## config.mk

```make
export PLATFORM = sky130hd
export DESIGN_NAME = rv_core
export DESIGN_NICKNAME = d
export VERILOG_FILES = /design/src/verilog/rv_core_pkg.sv /design/src/verilog/rv_isa_pkg.sv /design/src/verilog/rv_decoded_if.sv /design/src/verilog/rv_alu.sv /design/src/verilog/rv_core.sv /design/src/verilog/rv_ctrl.sv /design/src/verilog/rv_decode.sv /design/src/verilog/rv_regs.sv
export SDC_FILE = /design/constraint.sdc
export NUM_CORES = 2
export LEC_CHECK = 0
export BUFFER_PORTS_ARGS = -buffer_cell sky130_fd_sc_hd__buf_2
export CORE_UTILIZATION = 58
export DETAILED_ROUTE_END_ITERATION = 10
export PLACE_DENSITY = 0.77
export RECOVER_POWER = 100
export SYNTH_ARGS = -nofsm -noshare
export SYNTH_HDL_FRONTEND = slang
export SYNTH_SLANG_ARGS = --single-unit
```

## constraint.sdc

```tcl
create_clock -name i_clk -period 6.92 [get_ports i_clk]
set_input_delay 1.384 -clock i_clk [delete_from_list [all_inputs] [get_ports i_clk]]
set_output_delay 1.384 -clock i_clk [all_outputs]
set_load 0.01 [all_outputs]
```

## src/verilog/rv_core_pkg.sv

```systemverilog
package rv_core_pkg;

    localparam int XLEN     = 32;
    localparam int WB_SEL_W = XLEN / 8;

    typedef enum logic [2:0]
    {
        S_FETCH,
        S_EXEC,
        S_MEM,
        S_WB
    } state_e;

    typedef enum logic [3:0]
    {
        ALU_ADD,
        ALU_SUB,
        ALU_SLL,
        ALU_SLT,
        ALU_XOR,
        ALU_SRL,
        ALU_OR,
        ALU_AND,
        ALU_PASS_B
    } alu_op_e;

endpackage

```

## src/verilog/rv_isa_pkg.sv

```systemverilog
package rv_isa_pkg;

    localparam int INSTR_W    = 32;
    localparam int REG_ADDR_W = 5;
    localparam int OPCODE_W   = 7;
    localparam int FUNCT3_W   = 3;

    // major opcodes, bits [6:0]
    typedef enum logic [OPCODE_W-1:0]
    {
        OP_LUI    = 7'b0110111,
        OP_JAL    = 7'b1101111,
        OP_BRANCH = 7'b1100011,
        OP_LOAD   = 7'b0000011,
        OP_STORE  = 7'b0100011,
        OP_IMM    = 7'b0010011,
        OP_REG    = 7'b0110011
    } opcode_e;

    // funct3 of OP and OP-IMM
    typedef enum logic [FUNCT3_W-1:0]
    {
        F3_ADD_SUB = 3'b000,
        F3_SLL     = 3'b001,
        F3_SLT     = 3'b010,
        F3_SLTU    = 3'b011,
        F3_XOR     = 3'b100,
        F3_SRL_SRA = 3'b101,
        F3_OR      = 3'b110,
        F3_AND     = 3'b111
    } funct3_e;

    // branch and memory funct3 share the same encodings
    localparam funct3_e F3_BEQ  = F3_ADD_SUB;
    localparam funct3_e F3_BNE  = F3_SLL;
    localparam funct3_e F3_WORD = F3_SLT;

endpackage

```

## src/verilog/rv_decoded_if.sv

```systemverilog
interface rv_decoded_if;
    import rv_isa_pkg::*;
    import rv_core_pkg::*;

    opcode_e                 opcode;
    funct3_e                 funct3;
    logic [REG_ADDR_W-1:0]   rd;
    logic [REG_ADDR_W-1:0]   rs1;
    logic [REG_ADDR_W-1:0]   rs2;
    logic [XLEN-1:0]         imm;
    alu_op_e                 alu_op;
    logic                    use_imm;
    logic                    reg_write;
    logic                    is_load;
    logic                    is_store;
    logic                    is_branch;
    logic                    is_jal;

    modport dec (output opcode, funct3, rd, rs1, rs2, imm, alu_op, use_imm,
                 reg_write, is_load, is_store, is_branch, is_jal);
    modport ctl (input opcode, funct3, rd, rs1, rs2, imm, alu_op, use_imm,
                 reg_write, is_load, is_store, is_branch, is_jal);

endinterface

```

## src/verilog/rv_alu.sv

```systemverilog
module rv_alu
(
    input  rv_core_pkg::alu_op_e               i_op,
    input  logic [rv_core_pkg::XLEN-1:0]       i_a,
    input  logic [rv_core_pkg::XLEN-1:0]       i_b,
    output logic [rv_core_pkg::XLEN-1:0]       o_result,
    output logic                               o_equal
);
    import rv_core_pkg::*;

    localparam int SHAMT_W = $clog2(XLEN);

    logic [SHAMT_W-1:0] shamt;

    assign shamt = i_b[SHAMT_W-1:0];

    always_comb
    begin
        case (i_op)
            ALU_ADD:    o_result = i_a + i_b;
            ALU_SUB:    o_result = i_a - i_b;
            ALU_SLL:    o_result = i_a << shamt;
            ALU_SLT:    o_result = XLEN'($signed(i_a) < $signed(i_b));
            ALU_XOR:    o_result = i_a ^ i_b;
            ALU_SRL:    o_result = i_a >> shamt;
            ALU_OR:     o_result = i_a | i_b;
            ALU_AND:    o_result = i_a & i_b;
            ALU_PASS_B: o_result = i_b;
            default:    o_result = '0;
        endcase
    end

    // beq/bne decision
    assign o_equal = (i_a == i_b);

endmodule

```

## src/verilog/rv_core.sv

```systemverilog
module rv_core
#(
    parameter logic [rv_core_pkg::XLEN-1:0] RESET_ADDR = '0,
    parameter int                           ADDR_BITS  = 16
)
(
    input  logic                               i_clk,
    input  logic                               i_rst_n,
    output logic                               o_wb_cyc,
    output logic                               o_wb_stb,
    output logic                               o_wb_we,
    output logic [rv_core_pkg::XLEN-1:0]       o_wb_adr,
    output logic [rv_core_pkg::XLEN-1:0]       o_wb_dat,
    output logic [rv_core_pkg::WB_SEL_W-1:0]   o_wb_sel,
    input  logic                               i_wb_ack,
    input  logic [rv_core_pkg::XLEN-1:0]       i_wb_dat
);
    import rv_isa_pkg::*;
    import rv_core_pkg::*;

    logic [INSTR_W-1:0]     instr;
    logic [REG_ADDR_W-1:0]  rs1;
    logic [REG_ADDR_W-1:0]  rs2;
    logic [REG_ADDR_W-1:0]  rd;
    logic                   we;
    logic [XLEN-1:0]        wdata;
    logic [XLEN-1:0]        rdata1;
    logic [XLEN-1:0]        rdata2;
    alu_op_e                alu_op;
    logic [XLEN-1:0]        alu_a;
    logic [XLEN-1:0]        alu_b;
    logic [XLEN-1:0]        alu_result;
    logic                   alu_equal;

    rv_decoded_if u_dec_if ();

    rv_ctrl
    #(
        .RESET_ADDR     (RESET_ADDR),
        .ADDR_BITS      (ADDR_BITS)
    )
    u_ctrl
    (
        .i_clk          (i_clk),
        .i_rst_n        (i_rst_n),
        .dec            (u_dec_if.ctl),
        .o_instr        (instr),
        .i_rdata1       (rdata1),
        .i_rdata2       (rdata2),
        .o_rd           (rd),
        .o_we           (we),
        .o_wdata        (wdata),
        .o_alu_op       (alu_op),
        .o_alu_a        (alu_a),
        .o_alu_b        (alu_b),
        .i_alu_result   (alu_result),
        .i_alu_equal    (alu_equal),
        .o_wb_cyc       (o_wb_cyc),
        .o_wb_stb       (o_wb_stb),
        .o_wb_we        (o_wb_we),
        .o_wb_adr       (o_wb_adr),
        .o_wb_dat       (o_wb_dat),
        .o_wb_sel       (o_wb_sel),
        .i_wb_ack       (i_wb_ack),
        .i_wb_dat       (i_wb_dat)
    );

    rv_decode
    u_decode
    (
        .i_instr        (instr),
        .dec            (u_dec_if.dec),
        .o_rs1          (rs1),
        .o_rs2          (rs2)
    );

    rv_regs
    u_regs
    (
        .i_clk          (i_clk),
        .i_rs1          (rs1),
        .i_rs2          (rs2),
        .i_rd           (rd),
        .i_we           (we),
        .i_wdata        (wdata),
        .o_rdata1       (rdata1),
        .o_rdata2       (rdata2)
    );

    rv_alu
    u_alu
    (
        .i_op           (alu_op),
        .i_a            (alu_a),
        .i_b            (alu_b),
        .o_result       (alu_result),
        .o_equal        (alu_equal)
    );

endmodule

```

## src/verilog/rv_ctrl.sv

```systemverilog
module rv_ctrl
#(
    parameter logic [rv_core_pkg::XLEN-1:0] RESET_ADDR = '0,
    parameter int                           ADDR_BITS  = 16
)
(
    input  logic                               i_clk,
    input  logic                               i_rst_n,
    rv_decoded_if.ctl                          dec,
    output logic [rv_isa_pkg::INSTR_W-1:0]     o_instr,
    input  logic [rv_core_pkg::XLEN-1:0]       i_rdata1,
    input  logic [rv_core_pkg::XLEN-1:0]       i_rdata2,
    output logic [rv_isa_pkg::REG_ADDR_W-1:0]  o_rd,
    output logic                               o_we,
    output logic [rv_core_pkg::XLEN-1:0]       o_wdata,
    output rv_core_pkg::alu_op_e               o_alu_op,
    output logic [rv_core_pkg::XLEN-1:0]       o_alu_a,
    output logic [rv_core_pkg::XLEN-1:0]       o_alu_b,
    input  logic [rv_core_pkg::XLEN-1:0]       i_alu_result,
    input  logic                               i_alu_equal,
    output logic                               o_wb_cyc,
    output logic                               o_wb_stb,
    output logic                               o_wb_we,
    output logic [rv_core_pkg::XLEN-1:0]       o_wb_adr,
    output logic [rv_core_pkg::XLEN-1:0]       o_wb_dat,
    output logic [rv_core_pkg::WB_SEL_W-1:0]   o_wb_sel,
    input  logic                               i_wb_ack,
    input  logic [rv_core_pkg::XLEN-1:0]       i_wb_dat
);
    import rv_isa_pkg::*;
    import rv_core_pkg::*;

    state_e                state;
    logic                  running;     // keeps the bus idle through reset
    logic [ADDR_BITS-1:0]  pc;
    logic [ADDR_BITS-1:0]  pc_plus4;
    logic [ADDR_BITS-1:0]  pc_next;
    logic [INSTR_W-1:0]    ir;
    logic [XLEN-1:0]       load_data;
    logic                  mem_op;
    logic                  taken;

    assign mem_op   = dec.is_load | dec.is_store;
    assign taken    = dec.is_branch & ((dec.funct3 == F3_BEQ) ? i_alu_equal : !i_alu_equal);
    assign pc_plus4 = pc + ADDR_BITS'(4);
    assign pc_next  = (dec.is_jal | taken) ? pc + dec.imm[ADDR_BITS-1:0] : pc_plus4;

    always_ff @(posedge i_clk)
    begin
        if (!i_rst_n)
        begin
            state   <= S_FETCH;
            running <= 1'b0;
            pc      <= RESET_ADDR[ADDR_BITS-1:0];
        end
        else
        begin
            running <= 1'b1;
            case (state)
                S_FETCH:
                    if (running && i_wb_ack)
                        state <= S_EXEC;
                S_EXEC:
                begin
                    pc    <= pc_next;
                    state <= mem_op ? S_MEM : S_FETCH;
                end
                S_MEM:
                    if (i_wb_ack)
                        state <= dec.is_load ? S_WB : S_FETCH;
                S_WB:
                    state <= S_FETCH;
                default:
                    state <= S_FETCH;
            endcase
        end
    end

    // read data is only valid while ack is high
    always_ff @(posedge i_clk)
    begin
        if (state == S_FETCH && i_wb_ack)
            ir <= i_wb_dat;
        if (state == S_MEM && i_wb_ack)
            load_data <= i_wb_dat;
    end

    assign o_instr  = ir;
    assign o_alu_op = dec.alu_op;
    assign o_alu_a  = (dec.opcode == OP_LUI) ? '0 : i_rdata1;
    assign o_alu_b  = dec.use_imm ? dec.imm : i_rdata2;

    assign o_rd = dec.rd;
    assign o_we = dec.reg_write & (((state == S_EXEC) & !dec.is_load) | (state == S_WB));

    always_comb
    begin
        if (state == S_WB)
            o_wdata = load_data;
        else if (dec.is_jal)
            o_wdata = XLEN'(pc_plus4);     // link address
        else
            o_wdata = i_alu_result;
    end

    // all bus outputs come from registers and hold until ack
    assign o_wb_cyc = running & ((state == S_FETCH) | (state == S_MEM));
    assign o_wb_stb = o_wb_cyc;
    assign o_wb_we  = (state == S_MEM) & dec.is_store;
    assign o_wb_adr = XLEN'((state == S_MEM) ? i_alu_result[ADDR_BITS-1:0] : pc);
    assign o_wb_dat = i_rdata2;
    assign o_wb_sel = '1;

endmodule

```

## src/verilog/rv_decode.sv

```systemverilog
module rv_decode
(
    input  logic [rv_isa_pkg::INSTR_W-1:0]     i_instr,
    rv_decoded_if.dec                          dec,
    output logic [rv_isa_pkg::REG_ADDR_W-1:0]  o_rs1,
    output logic [rv_isa_pkg::REG_ADDR_W-1:0]  o_rs2
);
    import rv_isa_pkg::*;
    import rv_core_pkg::*;

    opcode_e           op;
    funct3_e           f3;
    logic [XLEN-1:0]   imm_i;
    logic [XLEN-1:0]   imm_s;
    logic [XLEN-1:0]   imm_b;
    logic [XLEN-1:0]   imm_u;
    logic [XLEN-1:0]   imm_j;
    logic              valid;
    logic              writes_rd;

    // alt is instruction bit 30, only meaningful for OP
    function automatic alu_op_e alu_map(input funct3_e f, input logic alt);
        alu_op_e r;
        case (f)
            F3_ADD_SUB: r = alt ? ALU_SUB : ALU_ADD;
            F3_SLL:     r = ALU_SLL;
            F3_SLT:     r = ALU_SLT;
            F3_XOR:     r = ALU_XOR;
            F3_SRL_SRA: r = ALU_SRL;   // sra runs as srl
            F3_OR:      r = ALU_OR;
            F3_AND:     r = ALU_AND;
            default:    r = ALU_ADD;
        endcase
        return r;
    endfunction

    assign op = opcode_e'(i_instr[OPCODE_W-1:0]);
    assign f3 = funct3_e'(i_instr[14:12]);

    assign imm_i = {{21{i_instr[31]}}, i_instr[30:20]};
    assign imm_s = {{21{i_instr[31]}}, i_instr[30:25], i_instr[11:7]};
    assign imm_b = {{20{i_instr[31]}}, i_instr[7], i_instr[30:25], i_instr[11:8], 1'b0};
    assign imm_u = {i_instr[31:12], 12'b0};
    assign imm_j = {{12{i_instr[31]}}, i_instr[19:12], i_instr[20], i_instr[30:21], 1'b0};

    assign dec.opcode = op;
    assign dec.funct3 = f3;
    assign dec.rd     = i_instr[11:7];
    assign dec.rs1    = i_instr[19:15];
    assign dec.rs2    = i_instr[24:20];
    assign o_rs1      = dec.rs1;
    assign o_rs2      = dec.rs2;

    always_comb
    begin
        dec.imm       = imm_i;
        dec.alu_op    = ALU_ADD;
        dec.use_imm   = 1'b1;
        dec.is_load   = 1'b0;
        dec.is_store  = 1'b0;
        dec.is_branch = 1'b0;
        dec.is_jal    = 1'b0;
        valid         = 1'b1;
        writes_rd     = 1'b1;
        case (op)
            OP_LUI:
                dec.imm = imm_u;           // added to a zero operand
            OP_JAL:
            begin
                dec.imm    = imm_j;
                dec.alu_op = ALU_PASS_B;
                dec.is_jal = 1'b1;
            end
            OP_BRANCH:
            begin
                dec.imm       = imm_b;
                dec.alu_op    = ALU_SUB;
                dec.use_imm   = 1'b0;
                dec.is_branch = (f3 == F3_BEQ) | (f3 == F3_BNE);
                writes_rd     = 1'b0;
            end
            OP_LOAD:
            begin
                dec.is_load = (f3 == F3_WORD);
                valid       = (f3 == F3_WORD);
            end
            OP_STORE:
            begin
                dec.imm      = imm_s;
                dec.is_store = (f3 == F3_WORD);
                writes_rd    = 1'b0;
            end
            OP_IMM:
            begin
                dec.alu_op = alu_map(f3, 1'b0);
                valid      = !(f3 inside {F3_SLL, F3_SLTU, F3_SRL_SRA});
            end
            OP_REG:
            begin
                dec.alu_op  = alu_map(f3, i_instr[30]);
                dec.use_imm = 1'b0;
                valid       = (f3 != F3_SLTU);
            end
            default:
                valid = 1'b0;              // unknown, runs as a nop
        endcase
        dec.reg_write = valid & writes_rd & (dec.rd != '0);
    end

endmodule

```

## src/verilog/rv_regs.sv

```systemverilog
module rv_regs
(
    input  logic                               i_clk,
    input  logic [rv_isa_pkg::REG_ADDR_W-1:0]  i_rs1,
    input  logic [rv_isa_pkg::REG_ADDR_W-1:0]  i_rs2,
    input  logic [rv_isa_pkg::REG_ADDR_W-1:0]  i_rd,
    input  logic                               i_we,
    input  logic [rv_core_pkg::XLEN-1:0]       i_wdata,
    output logic [rv_core_pkg::XLEN-1:0]       o_rdata1,
    output logic [rv_core_pkg::XLEN-1:0]       o_rdata2
);
    import rv_isa_pkg::*;
    import rv_core_pkg::*;

    logic [XLEN-1:0] regs [2**REG_ADDR_W];

    always_ff @(posedge i_clk)
    begin
        if (i_we && i_rd != '0)
            regs[i_rd] <= i_wdata;
    end

    // x0 is hardwired
    assign o_rdata1 = (i_rs1 == '0) ? '0 : regs[i_rs1];
    assign o_rdata2 = (i_rs2 == '0) ? '0 : regs[i_rs2];

endmodule
```

# After elaboration in Yosys (flattened, before gate mapping)
# Memory sizes are Yosys's and may differ from the RTL's. A register that Yosys moved wholly into a read port is not among the register bits.
# Index checks and enable logic that the tools add are counted.
word_totals:
  reg_bits: 84
  ram_bits: 1024
  inputBits: 35
  out_inout_bits: 71
  wordCells: 106
  mem_count: 1
memory_table:
  columns: ["name", "depth", "word_bits", "rd", "rd_clocked_by_memory_dff", "write_ports", "line", "source"]
  rows:
  - ["u_regs.regs", 32, 32, 2, 2, 1, "rv_regs.sv:15", "logic [XLEN-1:0] regs [2**REG_ADDR_W];"]
classes:
  add_sub_neg: 4
  magnitude_cmp: 1
  eq_ne: 29
  shifts: 2
  muxes: 31
  n_bitwise: 15
  n_reduce_logical: 18
op_table:
  columns: ["operator", "n"]
  rows:
  - ["$pmux 32 s9", 1]
  - ["$mux 32", 6]
  - ["$pmux 31 s4", 1]
  - ["$add 32x32->32", 1]
  - ["$and 32x32->32", 1]
  - ["$eq 32x32->1", 1]
  - ["$lt 32x32->1", 1]
  - ["$mux 16", 2]
  - ["$or 32x32->32", 1]
  - ["$shl 32x5->32", 1]
  - ["$shr 32x5->32", 1]
  - ["$sub 32x32->32", 1]
  - ["$xor 32x32->32", 1]
  - ["$pmux 4 s7", 1]
  - ["$eq 7x6->1 const B", 3]
  - ["$pmux 3 s6", 1]
  - ["$add 16x16->16", 1]
  - ["$add 16x3->16 const B", 1]
  - ["$eq 4x3->1 const B", 4]
  - ["$pmux 4 s4", 1]
  - ["$eq 7x7->1 const B", 2]
  - ["$eq 3x2->1 const B", 4]
  - ["$eq 3x3->1 const B", 4]
  - ["$logic_not 5->1", 2]
  - ["26 further kinds", 57]

# Depth between registers and ports, before layout
depth:
  depth_word: 10
  ltp_mapped: 31
  mapped_depth_nobuf: 20

# By module
# From an unflattened synthesis, not the netlist that was laid out.
hier_totals:
  cells_unflattened: 4636
  area_unflattened_um2: 63367.0
modules_own_cells:
  columns: ["module", "n_inst", "cells_each", "area_per_inst_um2", "seq_area_each_um2"]
  rows:
  - ["rv_regs", 1, 2564, 47904.7, 30749.5]
  - ["rv_alu", 1, 1344, 8896.0, 0.0]
  - ["rv_ctrl", 1, 596, 5703.0, 2302.2]
  - ["rv_decode", 1, 132, 863.3, 0.0]

# Worst setup path after synthesis
# Ideal clock, no wire load.
synth_path:
  path_type: "register to output"
  startpoint: "register (tool-made name)"
  endpoint: "output o_wb_adr[0] in the netlist's numbering"
  t_arrival_ns: 5.927
  required_time_ns: 5.536
  path_slack_ns: -0.391
  path_stages_with_launch: 25
  path_buffers: 7
  cell_sequence: "dfxtp_1 -> buf_6 -> buf_6 -> buf_2 -> buf_4 -> buf_4 -> buf_2 -> buf_2 -> mux4_2 -> mux4_2 -> nand2_1 -> a21oi_1 -> nand2_1 -> nand2_1 -> ha_1 -> and3b_1 -> a221oi_1 -> o211ai_1 -> a311oi_1 -> o31ai_1 -> o41ai_1 -> o221ai_1 -> a21oi_1 -> nor2_1 -> a32oi_1"
synth_rtl:
  columns: ["item", "line", "source"]
  rows:
  - ["to (decl)", "rv_core.sv:12", "output logic [rv_core_pkg::XLEN-1:0] o_wb_adr,"]

==> results.md <==
- RSZ-0062 raised after global routing: true
- Longest Clk Path Bufs: 3
- Gr ovfl total: 0
- EDFF count, synth: 1,088
- Root Driver: clkbuf_16
- Synth cell types: 116
- Pwr/cell area: 293.1 mW/mm^2
- Routed Antenna Nets: 0
- Area growth syn-to-layout: 18.22%
- Switch share: 0.3384
- Worst-path fanout max: 8
- Post-DP HPWL: 179.3 mm
- Pins Over Slew Limit: 85
- Area contributors post-synth: edfxtp_1 52%, mux4_2 15%, mux2i_1 6.2%, ha_1 2.2%, a22oi_1 1.6%
- Most numerous cell in the Yosys netlist: edfxtp_1
- Seq/Total Area, Yosys: 0.5273
- H-tree levels: 3
- Final period util: 1.029
- Area after DPL: 0.06859 sq mm
- Remaining DRCs: 0
- Vias in the first global route: 49.51k
- Async SR Flop Fraction: 0
- Clk pwr share: 0.287
- Pre-antenna DRT Iters: 7
- Routed wire per std cell: 42.27 um
- Hold Crit Class: register to register
- Netlist area before placement: 0.06306 sq mm
- R2R Setup Slk: 0.38 ns
- Worst-Margin Slew: 2.815 ns
- Int Pwr: 14.45 mW
- Share of the synthesized area in the top cell type: 0.5181
- Min Tclk post-route: 7.119 ns
- Final Instance Area: 0.07454 sq mm
- Max_cap viols: 4
- Vias post-DR: 51.32k
- Vias per cell: 7.806
- Hold Path End: u_ctrl.pc[0]
- Slew headroom: -0.8763
- Critical path class: register to primary output
- Final core utilization: 0.6944
- Total track usage: 0.4937
- CTS tree: built
- Main synth FF type: edfxtp_1
- Clock sinks: 1,117
- Die Y: 331.7 um
- TritonCTS buffer count: 112
- DP Cell Count: 6,269
- Core Area: 0.1074 sq mm
- Avg Synthesized Cell Area: 13.91 sq um
- Sequential Power Share: 0.393
- Antenna violations before repair: 10
- Hold_ws: 0.5655 ns
- Worst EP required: 5.54 ns
- Final total negative setup slack: -1.074 ns
- Final nets: 5,222
- Fill cells: 6,994
- Hold-fix buffers at CTS: 0
- Critical Path AT: 5.73 ns
- Gp weighted congestion: 1.094
- Iter 0 DRT Violations: 9,409
- Outcome: finished, violations left
- Largest area contributor in the netlist: edfxtp_1
- Post-synthesis cell count: 4,534
- Final setup fails: 13
- Initial Utilization: 0.5874
- Routed WL: 277.9 mm
- Peak supply drop: 0.3198 mV
- Clock Skews: 0.1028 ns
- Comb pwr share: 0.319
- First-pass GRT wire length: 378.7 mm
- Largest net degree at the start of global routing: 56
- Achievable Freq: 140.5 MHz
- Critical Path Source Type: register
- Synth Register Bits: 1,117
- Violated checks: max-capacitance violations, max-slew violations, negative setup slack
- Worst-skew pair later-pin latency: 0.77 ns
- Clock transition at path regs: 0.07 ns
- DP Worst Slack: 0.09796 ns
- Num rows: 120
- I/O pin count: 106
- Final hold vios: 0
- Final Non-Filler Cells: 6,574
- Port bufs: 85
- Share of layout cells above drive strength 1: 0.3180
- Lkg Pwr: 26.74 nW
- Total Power: 21.85 mW
- Die area: 0.1100 sq mm
- Reg2reg end: u_regs.regs[12][31]
- HP Start: u_ctrl.pc[0]
- Net Switching: 7.394 mW
- WHS Path Cells: 2
- Die width: 331.7 um
- Most instantiated cells after synthesis: 1,088 x edfxtp_1, 431 x mux4_2, 388 x mux2i_1
- CP Capture Type: primary output
- Setup WS post-layout: -0.1986 ns
- Path depth of the worst reg2reg path: 23
- Synth Warn #: 0
cells in the final DEF (no fill, tap or decap), types with 23 or more instances in the layout:
cell and n:
nand3_1 56, o211ai_1 48, nor2_4 34, a211oi_1 23, mux2_2 23, mux2i_1 384
a21o_1 37, nand2_2 23, and2_1 26, o21ai_0 131, conb_1 52, buf_2 55
o22ai_1 33, mux4_2 431, ha_1 97, buf_4 537, a21oi_1 169, xnor2_1 29
nand2_1 238, clkinv_1 24, edfxtp_1 1088, nor3_1 78, buf_12 61, a22oi_1 131
inv_1 116, a21oi_2 30, clkbuf_16 117, nor2_1 230, clkbuf_1 49, nand4_1 75
a221oi_1 26
critical path: stages, from the launching register on:
cell and delay (ns):
dfxtp_4 0.50, buf_12 0.19, buf_16 0.15, mux4_2 0.53
mux4_2 0.50, mux2_4 0.37, nand2_2 0.10, inv_2 0.05
mux2_4 0.33, ha_4 0.26, a21o_1 0.18, a21oi_1 0.15
nor2_1 0.07, nor2_1 0.13, o21ai_2 0.07, xnor2_1 0.17
a22o_1 0.20, or4_4 0.57, nor3_4 0.19, o21ai_1 0.10
buf_2 0.15
cell families (layout without fill, tap and decap cells):
logic type,after synthesis,in the layout,share of synthesized area
AOI/OAI and AO/OA,931,931,0.1019
DFF,1117,1117,0.5273
buffers and inverters,489,1068,0.04105
adders and majority gates,116,116,0.02337
muxes,856,856,0.2232
and+or+nand+nor,980,980,0.07705
xor gates and xnor gates,43,43,0.005973
other,2,60,0.0001191
per-layer routing:
| layer | track usage | vias up | part of all wire |
|---|---|---|---|
| li1 | - | 19325 | - |
| met1 | 0.6025 | 25050 | 0.32 |
| met2 | 0.7411 | 5411 | 0.43 |
| met3 | 0.1608 | 1521 | 0.15 |
| met4 | 0.3573 | 8 | 0.096 |
| met5 | 0 | - | 0.00083 |
power groups by stage:
stage / registers (mW) / logic [mW] / clock network, mW
finish: 8.60 / 6.97 / 6.28
global route: 8.59 / 7.06 / 6.47
CTS: 8.58 / 6.46 / 6.19
detailed placement: 8.72 / 6.09 / 0
global placement: 8.72 / 6.04 / 0
floorplan: 8.71 / 3.20 / 0
area by class of cell:
type	count	area, sq um	share of cell area
antenna	8	20.02	0.0002686
inverter	131	503.0	0.006748
multi-input combinational	2978	28800	0.3863
clock inverter	76	803.3	0.01078
sequential	1117	33280	0.4465
timing repair buffer	731	6490	0.08706
clock buffer	130	2892	0.03879
tap	1403	1755	0.02355
worst max-delay path by stage:
stage | start | endpoint | slack [ns] | cells past startpoint
after global routing | register | o_wb_adr[0] | -0.32 | 19
after detailed placement | u_ctrl.o_instr[1] | o_wb_adr[6] | 0.1 | 22
after CTS | register | o_wb_adr[0] | -0.11 | 24
after floorplan | register | o_wb_adr[0] | 0.01 | 27
after global placement | u_ctrl.o_instr[6] | o_wb_adr[7] | 0.15 | 23
final | register | o_wb_adr[15] | -0.20 | 20
registers in the layout, summed over array words and instances, names as in the netlist, named ones only:
register          flops
u_ctrl.pc            16
u_ctrl.load_data     32
u_ctrl.o_instr       32
u_ctrl.running        1
u_regs.regs        1024
u_ctrl.state          2
repair_timing:
item,in CTS,in global routing
gates resized for setup,195,111
setup buffers,58,28
endpoints found under the setup margin,16,16
cloned,11,4
pin swaps,64,71
No activity file was read; power rests on OpenSTA's default activity.
